[config.mk]
export PLATFORM = sky130hd
export DESIGN_NAME = avmm_buffer_shim
export DESIGN_NICKNAME = d
export VERILOG_FILES = /design/src/verilog/avmm_pkg.sv /design/src/verilog/avmm_buffer_shim.sv /design/src/verilog/avmm_fifo.sv
export SDC_FILE = /design/constraint.sdc
export NUM_CORES = 1
export LEC_CHECK = 0
export BUFFER_PORTS_ARGS = -buffer_cell sky130_fd_sc_hd__buf_4
export CAP_MARGIN = 20
export CORE_AREA = 2 2 120 238
export CTS_CLUSTER_DIAMETER = 100
export DETAILED_ROUTE_END_ITERATION = 8
export DIE_AREA = 0 0 122 240
export PLACE_DENSITY_LB_ADDON = 0.05
export SKIP_CTS_REPAIR_TIMING = 1
export SLEW_MARGIN = 20
export SYNTH_ARGS = -nofsm -noshare
export SYNTH_HDL_FRONTEND = slang
export SYNTH_SLANG_ARGS = --single-unit
export TNS_END_PERCENT = 30
[constraint.sdc]
create_clock -name mem_master -period 13.1 [get_ports mem_master]
set_input_delay 0.655 -clock mem_master [delete_from_list [all_inputs] [get_ports mem_master]]
set_output_delay 0.655 -clock mem_master [all_outputs]
set_load 0.02 [all_outputs]
[src/verilog/avmm_pkg.sv]
// Avalon memory subsystem definitions

package avmm_pkg;

    // Word address and data widths seen on every port
    localparam int ADDR_W = 10;
    localparam int DATA_W = 32;
    localparam int BE_W = DATA_W / 8;

    // Implemented words; any address at or above this is out of range
    localparam int MEM_WORDS = 256;
    localparam int MEM_AW = $clog2(MEM_WORDS);

    // Per-port command buffer depth and the almost-full threshold
    localparam int CMD_DEPTH = 8;
    localparam int CMD_ALMFULL = 2;
    localparam int CMD_SPACE_W = $clog2(CMD_DEPTH + 1);

    // Port-order tracking in the arbiter, deeper than the responses in flight
    localparam int ORDER_DEPTH = 4;
    localparam int ORDER_SPACE_W = $clog2(ORDER_DEPTH + 1);

    // Avalon response codes
    localparam logic [1:0] RSP_OKAY = 2'd0;
    localparam logic [1:0] RSP_SLVERR = 2'd2;

    // One command as presented by a requester
    typedef struct packed {
        logic read;
        logic write;
        logic [ADDR_W-1:0] address;
        logic [DATA_W-1:0] writedata;
        logic [BE_W-1:0] byteenable;
    } avmm_req_t;

    // Read and write responses, neither of them back-pressured
    typedef struct packed {
        logic readdatavalid;
        logic [DATA_W-1:0] readdata;
        logic [1:0] response;
        logic writeresponsevalid;
        logic [1:0] writeresponse;
    } avmm_rsp_t;

    // Index of the requesting port
    typedef logic [0:0] port_id_t;

endpackage
[src/verilog/avmm_buffer_shim.sv]
// Per-port command buffering shim
`timescale 1ns/10ps

module avmm_buffer_shim
(
    input  logic mem_master,
    input  logic rst,
    input  avmm_pkg::avmm_req_t req,
    output logic waitrequest,
    output avmm_pkg::avmm_rsp_t rsp,
    output avmm_pkg::avmm_req_t cmd,
    output logic cmd_valid,
    input  logic grant,
    input  avmm_pkg::avmm_rsp_t mem_side_rsp
);

    import avmm_pkg::*;

    logic cmd_push;
    logic [CMD_SPACE_W-1:0] cmd_space;

    // A request is taken whenever the port sees waitrequest low
    assign cmd_push = (req.read || req.write) && !waitrequest;

    // Command buffer; the arbiter grant pops the head
    avmm_fifo
    #(
        .payload_t(avmm_req_t),
        .DEPTH(CMD_DEPTH)
    )
    u_cmd_fifo
    (
        .mem_master(mem_master),
        .rst(rst),
        .push(cmd_push),
        .push_data(req),
        .pop(grant),
        .head(cmd),
        .not_empty(cmd_valid),
        .space(cmd_space)
    );

    // Waitrequest works as an almost-full flag computed from last cycle's space.
    // Since the flag lags the FIFO by a cycle, requests can still land after the
    // threshold is crossed, and the CMD_ALMFULL spare entries absorb them.
    // It comes out of reset high and drops after the first clock with room.
    always_ff @(posedge mem_master)
    begin
        if (rst)
        begin
            waitrequest <= 1'b1;
        end
        else
        begin
            waitrequest <= (cmd_space <= CMD_SPACE_W'(CMD_ALMFULL));
        end
    end

    // Response stage registers whatever the arbiter steered to this port.
    // Only the valid flags are cleared by reset
    always_ff @(posedge mem_master)
    begin
        rsp <= mem_side_rsp;
        if (rst)
        begin
            rsp.readdatavalid <= 1'b0;
            rsp.writeresponsevalid <= 1'b0;
        end
    end

endmodule

[src/verilog/avmm_fifo.sv]
// Synchronous FIFO with free-space count
`timescale 1ns/10ps

module avmm_fifo
#(
    parameter type payload_t = logic,
    parameter int DEPTH = 4
)
(
    input  logic mem_master,
    input  logic rst,
    input  logic push,
    input  payload_t push_data,
    input  logic pop,
    output payload_t head,
    output logic not_empty,
    output logic [$clog2(DEPTH+1)-1:0] space
);

    localparam int PTR_W = $clog2(DEPTH);
    localparam int CNT_W = $clog2(DEPTH + 1);

    // Entry storage holds payload only and needs no reset
    payload_t store [DEPTH];

    logic [PTR_W-1:0] rd_ptr;
    logic [PTR_W-1:0] wr_ptr;
    logic [CNT_W-1:0] count;
    logic do_push;
    logic do_pop;

    // Pointers wrap at DEPTH so any depth works, not just powers of two
    function automatic logic [PTR_W-1:0] next_ptr(input logic [PTR_W-1:0] p);
        return (p == PTR_W'(DEPTH - 1)) ? '0 : p + 1'b1;
    endfunction

    // A push into a full FIFO or a pop from an empty one is dropped
    assign do_push = push && (count != CNT_W'(DEPTH));
    assign do_pop = pop && (count != '0);

    always_ff @(posedge mem_master)
    begin
        if (do_push)
        begin
            store[wr_ptr] <= push_data;
        end
    end

    always_ff @(posedge mem_master)
    begin
        if (rst)
        begin
            rd_ptr <= '0;
            wr_ptr <= '0;
            count <= '0;
        end
        else
        begin
            if (do_push)
            begin
                wr_ptr <= next_ptr(wr_ptr);
            end
            if (do_pop)
            begin
                rd_ptr <= next_ptr(rd_ptr);
            end
            // Simultaneous push and pop leave the count unchanged
            case ({do_push, do_pop})
                2'b10: count <= count + 1'b1;
                2'b01: count <= count - 1'b1;
                default: count <= count;
            endcase
        end
    end

    // The head is read straight from storage, so a push shows up one cycle later
    assign head = store[rd_ptr];
    assign not_empty = (count != '0);
    assign space = CNT_W'(DEPTH) - count;

endmodule

==> flow_metrics.tcl <==
set metrics [dict create \
    status "finished, final reports clean" \
    core_um2 27400 \
    irDropWorstVdd_v 0.000153 \
    cp-end-kind "primary output" \
    multi_input_area_um2 3460 \
    hold_depth 1 \
    dp_hpwl_um 17500 \
    combPwrFrac_pct 23.7 \
    cts_buffer_depth 3 \
    syn_inst 680 \
    regArea_um2 12600 \
    cpMostUsedCell "buf_4" \
    power_density_nw_per_um2 188 \
    nets 975 \
    ys_ff_latch 436 \
    r2r_cells 7 \
    first_global_vias 8096 \
    p_sw_w 0.000926 \
    drc 0 \
    via_count 7280 \
    io_buffers 176 \
    post_drt_wl_per_cell_um 24.5 \
    synth_most_common_cell "edfxtp_1" \
    drt_iter0_drc 539 \
    skew_ps 7.58 \
    fin_setup_tns_ps 0 \
    num_rows 86 \
    synth_edf_count 384 \
    die-area_um2 29300 \
    ant_nets 0 \
    slowest_delay_ps 740 \
    hold_viol_final 0 \
    start_util_pct 59.1 \
    grt_max_degree 67 \
    finalPower_w 0.00357 \
    min_path_type "input pin to flop" \
    synth-async-reset-ratio_pct 0 \
    dieWidth_um 122 \
    fmax_ghz 0.228 \
    cp.required_ps 12440 \
    clk_pin_slew_ps 70 \
    min_period_over_period_pct 33.5 \
    synth_area_leader_cell "edfxtp_1" \
    routed_via_density 5.81 \
    pin_count 177 \
    p_seq_share_pct 47.1 \
    final.min_clock_period_ps 4380 \
    slew_viol_final 0 \
    switching_share_pct 25.9 \
    ys_seq_area_share_pct 77.5 \
    start_kind "flop" \
    synthToLayoutAreaGrowth_pct 17.4 \
    ys_warn_count 0 \
    cts.sinks 436 \
    power.share.clock_pct 29.2 \
    yosys-top-cells-count "384 x edfxtp_1, 73 x mux4_2, 52 x dfxtp_1" \
    crit_family "buffers and inverters" \
    crit_fanout 35 \
    worst_pin_slew_ps 1120 \
    synth_area_um2 16200 \
    avgSynthCellArea_um2 23.9 \
    drive_gt1_share_pct 41.3 \
    synth_nets 778 \
    place_congestion 0.734 \
    p_leak_nw 6.50 \
    cp.depth 5 \
    grt_pass1_wl_um 46200 \
    clk_latency_ps 510 \
    grt.overflow.total 0 \
    maxCapViolCount 0 \
    path_class "flop to primary output" \
    crit_slowest_cell "dfxtp_4" \
    h-tree-depth 2 \
    crit_chain "buf_4 -> buf_4 -> mux4_1 -> mux2_4 -> buf_4" \
    maxSlewHeadroom_pct 25.5 \
    cts_tree "built" \
    worst-endpoint-arrival_ps 3730 \
    numCtsBuffers 37 \
    synth.distinct_cells 33 \
    grtUsageTotal_pct 21.5 \
    setup_ws_ps 8720 \
    rsz0062_at_grt "no" \
    place_ws_ps 9130 \
    antenna_found_initial 1 \
    intPower_w 0.00265 \
    die_y_um 240 \
    synth_top_area_share_pct 71.1 \
    synthTopCellsByArea "edfxtp_1 71%, mux4_2 10%, dfxtp_1 6.4%" \
    root_buffer "clkbuf_16" \
    wirelength_um 30700 \
    synth-main-ff-cell "edfxtp_1" \
    num-fill-cells 1731 \
    setup_violations 0 \
    first_pass_iters 5 \
    path_buf_inv 3 \
]
-- final timing paths --
path	startpoint	to	slack (ps)
worst max register to register	u_cmd_fifo.count[1]$_SDFFE_PP0P_	u_cmd_fifo.store[4][20]$_DFFE_PP_	9510
worst min register to register	u_cmd_fifo.rd_ptr[0]$_SDFFE_PP0N_	flop	500
worst max-delay path	flop	cmd[19]	8720
worst min-delay path	mem_side_rsp[26]	rsp[26]$_DFF_P_	240
-- kinds of logic (layout without fill, tap and decap cells) --
group	after synthesis	after routing	synth area share, %
xor gates and xnor gates	5	5	0.270
DFF	436	436	77.5
other	0	1	0
muxes	151	151	18.5
buffers and inverters	34	255	1.46
and+or+nand+nor	35	35	1.11
adders and majority gates	9	9	0.694
AOI/OAI and AO/OA	10	10	0.447
-- worst register-to-register path: cells and delay by family (launching register included) --
family | cells | cell delay, ps
simple gates | 3 | 1250
buf+inv | 2 | 780
flops | 1 | 480
compound gates | 1 | 420
fa+ha+maj | 1 | 230
-- cells in the final DEF, fill, tap and decap left out, types with 2 or more instances in the layout --
| cell type | n |
|---|---|
| edfxtp_1 | 384 |
| buf_4 | 188 |
| mux4_2 | 73 |
| dfxtp_1 | 49 |
| mux2_4 | 40 |
| clkbuf_16 | 38 |
| mux4_1 | 23 |
| nor2_1 | 10 |
| ha_1 | 9 |
| mux2_2 | 8 |
| clkinv_1 | 8 |
| mux2i_1 | 6 |
| clkinv_2 | 6 |
| inv_1 | 4 |
| nand2b_1 | 4 |
| nor2b_1 | 4 |
| xor2_1 | 4 |
| nand2_1 | 4 |
| nor3b_2 | 4 |
| clkbuf_1 | 4 |
| a21oi_1 | 3 |
| dfxtp_4 | 3 |
| clkbuf_8 | 3 |
| nor2_4 | 2 |
| nor3_2 | 2 |
| or3_1 | 2 |
| o21ai_0 | 2 |
| bufinv_16 | 2 |
-- layer usage --
layer | part of all wire [%] | global-route usage, % | up-vias
li1 | - | - | 3215
met1 | 37 | 25.6 | 3784
met2 | 55 | 39.0 | 222
met3 | 4.8 | 3.58 | 59
met4 | 3.0 | 7.91 | 0
met5 | 0 | 0 | -
-- per-stage QoR --
stage / utilization, % / hold slack [ps] / std cells / instance area [µm²]
3_3_place_gp: 65.3 / 483 / 1190 / 17900
5_1_grt: 69.5 / 224 / 1254 / 19100
3_5_place_dp: 65.3 / 486 / 1190 / 17900
6_report: 69.5 / 241 / 1254 / 19100
4_1_cts: 69.5 / 214 / 1253 / 19100
2_1_floorplan: - / 463 / 680 / 16200
-- cell type report --
type / instances / area share (%)
antenna: 1 / 0.0131
clock buffer: 45 / 5.28
clock inverter: 18 / 0.716
inverter: 4 / 0.0788
multi-input combinational: 210 / 18.2
sequential: 436 / 66.0
tap: 352 / 2.31
timing repair buffer: 188 / 7.40
-- power by group through the flow --
stage                     combinational (W)  sequential (W)  clock (W)
after floorplan                    0.000626         0.00169          0
after global placement             0.000841         0.00171          0
after detailed placement           0.000862         0.00172          0
after CTS                          0.000864         0.00169    0.00107
after global routing               0.000907         0.00170    0.00111
final                              0.000846         0.00168    0.00104
-- state kept, by name, summed over array words and instances (netlist names), named ones only --
register           count
u_cmd_fifo.store     384
rsp                   38
u_cmd_fifo.count       4
u_cmd_fifo.rd_ptr      3
u_cmd_fifo.wr_ptr      3
waitrequest            1
(Power assumes the default switching activity.)
