## config.mk

```make
export PLATFORM = sky130hd
export DESIGN_NAME = avmm_arbiter
export DESIGN_NICKNAME = d
export VERILOG_FILES = /design/src/verilog/avmm_pkg.sv /design/src/verilog/avmm_arbiter.sv /design/src/verilog/avmm_fifo.sv
export SDC_FILE = /design/constraint.sdc
export NUM_CORES = 1
export LEC_CHECK = 0
export CAP_MARGIN = 10
export CORE_AREA = 2 2 103 105
export DETAILED_ROUTE_END_ITERATION = 7
export DIE_AREA = 0 0 105 107
export DONT_BUFFER_PORTS = 1
export HOLD_SLACK_MARGIN = 0.03
export SLEW_MARGIN = 40
export SYNTH_ARGS = -nofsm -noshare
export SYNTH_HDL_FRONTEND = slang
export SYNTH_SLANG_ARGS = --single-unit
```

## constraint.sdc

```tcl
create_clock -name mem_master -period 2.2 [get_ports mem_master]
set_input_delay 0.44 -clock mem_master [delete_from_list [all_inputs] [get_ports mem_master]]
set_output_delay 0.44 -clock mem_master [all_outputs]
set_load 0.02 [all_outputs]
```

## src/verilog/avmm_pkg.sv

```systemverilog
// Avalon memory subsystem definitions

package avmm_pkg;

    // Word address and data widths seen on every port
    localparam int ADDR_W = 10;
    localparam int DATA_W = 32;
    localparam int BE_W = DATA_W / 8;

    // Implemented words; any address at or above this is out of range
    localparam int MEM_WORDS = 256;
    localparam int MEM_AW = $clog2(MEM_WORDS);

    // Per-port command buffer depth and the almost-full threshold
    localparam int CMD_DEPTH = 8;
    localparam int CMD_ALMFULL = 2;
    localparam int CMD_SPACE_W = $clog2(CMD_DEPTH + 1);

    // Port-order tracking in the arbiter, deeper than the responses in flight
    localparam int ORDER_DEPTH = 4;
    localparam int ORDER_SPACE_W = $clog2(ORDER_DEPTH + 1);

    // Avalon response codes
    localparam logic [1:0] RSP_OKAY = 2'd0;
    localparam logic [1:0] RSP_SLVERR = 2'd2;

    // One command as presented by a requester
    typedef struct packed {
        logic read;
        logic write;
        logic [ADDR_W-1:0] address;
        logic [DATA_W-1:0] writedata;
        logic [BE_W-1:0] byteenable;
    } avmm_req_t;

    // Read and write responses, neither of them back-pressured
    typedef struct packed {
        logic readdatavalid;
        logic [DATA_W-1:0] readdata;
        logic [1:0] response;
        logic writeresponsevalid;
        logic [1:0] writeresponse;
    } avmm_rsp_t;

    // Index of the requesting port
    typedef logic [0:0] port_id_t;

endpackage
```

## src/verilog/avmm_arbiter.sv

```systemverilog
// Round-robin arbiter with response routing
`timescale 1ns/10ps

module avmm_arbiter
(
    input  logic mem_master,
    input  logic rst,
    input  avmm_pkg::avmm_req_t cmd0,
    input  avmm_pkg::avmm_req_t cmd1,
    input  logic cmd_valid0,
    input  logic cmd_valid1,
    output logic grant0,
    output logic grant1,
    output avmm_pkg::avmm_req_t mem_req,
    input  avmm_pkg::avmm_rsp_t mem_rsp,
    output avmm_pkg::avmm_rsp_t rsp0,
    output avmm_pkg::avmm_rsp_t rsp1
);

    import avmm_pkg::*;

    // Port that wins if both request in the same cycle
    port_id_t rr_ptr;

    logic order_push;
    port_id_t order_port;
    logic order_pop;
    port_id_t order_head;
    logic order_not_empty;
    logic [ORDER_SPACE_W-1:0] order_space;
    logic rsp_valid;

    // Port 0 wins when it has priority or port 1 is idle, and the same for port 1
    assign grant0 = cmd_valid0 && ((rr_ptr == 1'b0) || !cmd_valid1);
    assign grant1 = cmd_valid1 && ((rr_ptr == 1'b1) || !cmd_valid0);

    assign order_push = grant0 || grant1;
    assign order_port = grant1 ? 1'b1 : 1'b0;

    // Priority moves to the port that did not win
    always_ff @(posedge mem_master)
    begin
        if (rst)
        begin
            rr_ptr <= 1'b0;
        end
        else if (order_push)
        begin
            rr_ptr <= ~order_port;
        end
    end

    // The command register toward the memory goes idle when nothing is granted
    always_ff @(posedge mem_master)
    begin
        mem_req <= grant1 ? cmd1 : cmd0;
        if (rst || !order_push)
        begin
            mem_req.read <= 1'b0;
            mem_req.write <= 1'b0;
        end
    end

    // The memory answers in order, so the oldest recorded port owns each response
    avmm_fifo
    #(
        .payload_t(port_id_t),
        .DEPTH(ORDER_DEPTH)
    )
    u_order_fifo
    (
        .mem_master(mem_master),
        .rst(rst),
        .push(order_push),
        .push_data(order_port),
        .pop(order_pop),
        .head(order_head),
        .not_empty(order_not_empty),
        .space(order_space)
    );

    assign rsp_valid = mem_rsp.readdatavalid || mem_rsp.writeresponsevalid;
    assign order_pop = rsp_valid;

    // Both ports see the payload but only the owner sees the valid flags
    always_comb
    begin
        rsp0 = mem_rsp;
        rsp1 = mem_rsp;
        if (!order_not_empty || (order_head != 1'b0))
        begin
            rsp0.readdatavalid = 1'b0;
            rsp0.writeresponsevalid = 1'b0;
        end
        if (!order_not_empty || (order_head != 1'b1))
        begin
            rsp1.readdatavalid = 1'b0;
            rsp1.writeresponsevalid = 1'b0;
        end
    end

endmodule

```

## src/verilog/avmm_fifo.sv

```systemverilog
// Synchronous FIFO with free-space count
`timescale 1ns/10ps

module avmm_fifo
#(
    parameter type payload_t = logic,
    parameter int DEPTH = 4
)
(
    input  logic mem_master,
    input  logic rst,
    input  logic push,
    input  payload_t push_data,
    input  logic pop,
    output payload_t head,
    output logic not_empty,
    output logic [$clog2(DEPTH+1)-1:0] space
);

    localparam int PTR_W = $clog2(DEPTH);
    localparam int CNT_W = $clog2(DEPTH + 1);

    // Entry storage holds payload only and needs no reset
    payload_t store [DEPTH];

    logic [PTR_W-1:0] rd_ptr;
    logic [PTR_W-1:0] wr_ptr;
    logic [CNT_W-1:0] count;
    logic do_push;
    logic do_pop;

    // Pointers wrap at DEPTH so any depth works, not just powers of two
    function automatic logic [PTR_W-1:0] next_ptr(input logic [PTR_W-1:0] p);
        return (p == PTR_W'(DEPTH - 1)) ? '0 : p + 1'b1;
    endfunction

    // A push into a full FIFO or a pop from an empty one is dropped
    assign do_push = push && (count != CNT_W'(DEPTH));
    assign do_pop = pop && (count != '0);

    always_ff @(posedge mem_master)
    begin
        if (do_push)
        begin
            store[wr_ptr] <= push_data;
        end
    end

    always_ff @(posedge mem_master)
    begin
        if (rst)
        begin
            rd_ptr <= '0;
            wr_ptr <= '0;
            count <= '0;
        end
        else
        begin
            if (do_push)
            begin
                wr_ptr <= next_ptr(wr_ptr);
            end
            if (do_pop)
            begin
                rd_ptr <= next_ptr(rd_ptr);
            end
            // Simultaneous push and pop leave the count unchanged
            case ({do_push, do_pop})
                2'b10: count <= count + 1'b1;
                2'b01: count <= count - 1'b1;
                default: count <= count;
            endcase
        end
    end

    // The head is read straight from storage, so a push shows up one cycle later
    assign head = store[rd_ptr];
    assign not_empty = (count != '0);
    assign space = CNT_W'(DEPTH) - count;

endmodule

```

==> flow_summary.toml <==
[detailed_routing]
drtAntennaViolNets = 0
drcViolationCount = 0
via_per_inst = 4.33
met3_length_um = 619
wl_met1_um = 2000
drtIter0Drc = 35
wirelength_um = 5640
via_count = 1411
wl_per_cell_um = 17.3
first_pass_iters = 4
route.met2.wl_um = 2820
routed.top_layer = "met4"

[worst_setup_path]
rr_worst_depth = 9
reg2reg_slack_ns = 0.17
rr_startpoint = "u_order_fifo.count[0]$_SDFFE_PP0P_"
worstSetupStartpointType = "register"
cp_max_fo = 6
timing.rr.end = "u_order_fifo.count[2]$_SDFFE_PP0P_"
critPathArrivalTime_ns = 2.29
required_ns = 2.46
cp-end-kind = "register"
worstSetupPathType = "register to register"

[hold_path]
holdPathEnd = "u_order_fifo.count[2]$_SDFFE_PP0P_"
worstHoldPathType = "input port to register"
whs_path_depth = 1
hold_start = "rst"

[layout]
area_growth_pct = -5.04
layout_commonest_cell = "dfxtp_1"
n_antenna_cell = 0
nets = 330
final_cell_mix = "dfxtp_1 (57), mux2_4 (29), mux2_2 (17), nor2_1 (10), clkbuf_8 (9)"
fin_area_um2 = 2780
fillers = 1076
seqCellArea_um2 = 1280
multi_input_area_um2 = 1030
layout-drive-gt1-share_pct = 38.4

[floorplan]
num_rows = 37
die_w_um = 105
start_util_pct = 29.0
fp.dieH_um = 107
ios = 264
core-area_um2 = 10100
dieArea_um2 = 11200

[synth]
syn_area_um2 = 2930
ys_seq_area_share_pct = 43.7
syn-num-nets = 393
synth.distinct_cells = 32
synth.ff_latch_count = 62
syn_inst = 248
avgSynthCellArea_um2 = 11.8
yosys_warnings = 0

[sta]
period_share_pct = 92.1
fmax_mhz = 493
hold_slack_ns = 0.162
finalSetupViolations = 0
fin_worst_skew_ns = 0.00873
fin_crit_ns = 2.03
worst_pin_slew_ns = 0.459
drv_slew = 0
relSlewSlack_pct = 69.4
hold_viol = 0

[global_route]
grt_overflow = 0
grt_max_degree = 30
grt_pass1_wl_um = 7640
grt_antenna_before_repair = 0
track_usage_pct = 9.37
grt_pass1_vias = 1441

[placed_design]
portBuffers = 0
gp_congestion = 0.769
dp_hpwl_um = 4400
post_dp_cell_area_um2 = 2540

[clock_network]
clk_pin_slew_ns = 0.07
clk_latency_ns = 0.33
cts_tree = "done"
clock_sinks = 62
cts_root_buf = "clkbuf_8"
numCtsBuffers = 9
htreeDepth = 3
cts.path.max_buffers = 2

[job]
max_cap_violations = 0

[power_and_ir_drop]
max-vdd-ir-drop_mv = 0.328
leakagePower_nw = 1.21
p_per_area_nw_per_um2 = 1160

[status]
status = "completed"
[synthesized netlist by cell type (all sizes together)]
cell | instances | share of area, %
buf | 77 | 20
or3 | 3 | 0.64
mux2 | 46 | 21
nor3b | 1 | 0.26
mux2i | 1 | 0.34
and3 | 6 | 1.3
edfxtp | 4 | 4.1
nor2 | 10 | 1.3
ha | 6 | 2.6
o31ai | 1 | 0.26
xor2 | 2 | 0.60
or2 | 1 | 0.21
dfxtp | 58 | 40
o21ai | 2 | 0.34
or3b | 1 | 0.30
nand3 | 2 | 0.34
nand2 | 4 | 0.60
inv | 8 | 1.0
fa | 1 | 0.68
a32oi | 2 | 0.60
or2b | 1 | 0.26
mux4 | 1 | 0.77
nor3 | 1 | 0.17
clkbuf | 1 | 0.13
a21boi | 1 | 0.26
o32ai | 1 | 0.55
a21oi | 5 | 0.85
nand2b | 1 | 0.47
[report_power, final]
group | total, mW | internal [mW] | switching (mW) | leakage, nW
logic | 0.554 | 0.277 | 0.277 | 0.561
registers | 1.49 | 1.30 | 0.196 | 0.525
clock network | 1.18 | 0.712 | 0.472 | 0.122
[layer usage]
layer  GRT usage, %  vias to the layer above
met1           8.86                      650
met2           14.9                      110
met5              0                        -
met4           6.86                        0
li1               -                      628
met3           5.71                       23
[repair_timing]
action | 4_1_cts | 5_1_grt
resized for setup | 0 | 2
endpoints found under the setup margin | 0 | 1
hold buffers | 0 | 0
setup buffers | 0 | 0
[worst max-delay path, stage by stage, from the launching register on]
cell	delay [ns]
dfxtp_1	0.38
nor3b_2	0.23
nor2_1	0.08
inv_1	0.06
ha_1	0.17
inv_1	0.06
fa_1	0.37
xor2_1	0.16
or3_1	0.30
a21oi_1	0.15
[registers in the layout, summed over array words and instances (netlist names), named ones only]
register / cells
rr_ptr: 1
u_order_fifo.rd_ptr: 2
u_order_fifo.wr_ptr: 2
mem_req: 48
u_order_fifo.count: 3
u_order_fifo.store: 4
[worst max path at each step]
stage | slack, ns | depth (start not counted) | to | startpoint
floorplan | 0.28 | 9 | u_order_fifo.count[2]$_SDFFE_PP0P_ | u_order_fifo.count[2]$_SDFFE_PP0P_
global placement | 0.17 | 9 | u_order_fifo.count[2]$_SDFFE_PP0P_ | u_order_fifo.count[2]$_SDFFE_PP0P_
detailed placement | 0.11 | 9 | u_order_fifo.count[2]$_SDFFE_PP0P_ | u_order_fifo.count[2]$_SDFFE_PP0P_
CTS | 0.08 | 9 | u_order_fifo.count[2]$_SDFFE_PP0P_ | u_order_fifo.count[2]$_SDFFE_PP0P_
global route | -0.004 | 9 | u_order_fifo.count[2]$_SDFFE_PP0P_ | u_order_fifo.count[0]$_SDFFE_PP0P_
finish | 0.17 | 9 | u_order_fifo.count[2]$_SDFFE_PP0P_ | u_order_fifo.count[0]$_SDFFE_PP0P_
[final cells by class]
cell class                      count  share of cell area [%]
Clock buffer                       10                    5.35
Clock inverter                      6                    3.28
Sequential cell                    62                    46.1
Inverter                            8                    1.08
Timing Repair Buffer                4                    1.08
Multi-Input combinational cell    100                    37.0
Tap cell                          136                    6.11
[per-stage QoR]
| step | setup WS, ns | power, mW | instances | util, % | TNS (ns) |
|---|---|---|---|---|---|
| CTS | 0.0841 | 3.29 | 326 | 27.5 | 0 |
| global placement | 0.174 | 2.05 | 310 | 25.1 | 0 |
| finish | 0.173 | 3.23 | 326 | 27.6 | 0 |
| detailed placement | 0.113 | 2.08 | 310 | 25.1 | 0 |
| global route | -0.00379 | 3.42 | 326 | 27.6 | -0.00379 |
| floorplan | 0.277 | 2.16 | 248 | - | 0 |
[cells by family (layout without fill, tap and decap cells)]
| kind of cell | Yosys count | count (layout) | share of synthesized area [%] |
|---|---|---|---|
| buffers and inverters | 86 | 28 | 21.3 |
| DFF | 62 | 62 | 43.7 |
| muxes | 48 | 48 | 22.5 |
| and+or+nand+nor | 31 | 31 | 5.81 |
| AOI/OAI and AO/OA | 12 | 12 | 2.86 |
| adders and majority gates | 7 | 7 | 3.24 |
| xor gates and xnor gates | 2 | 2 | 0.598 |
Power figures use the tool's default switching activity.
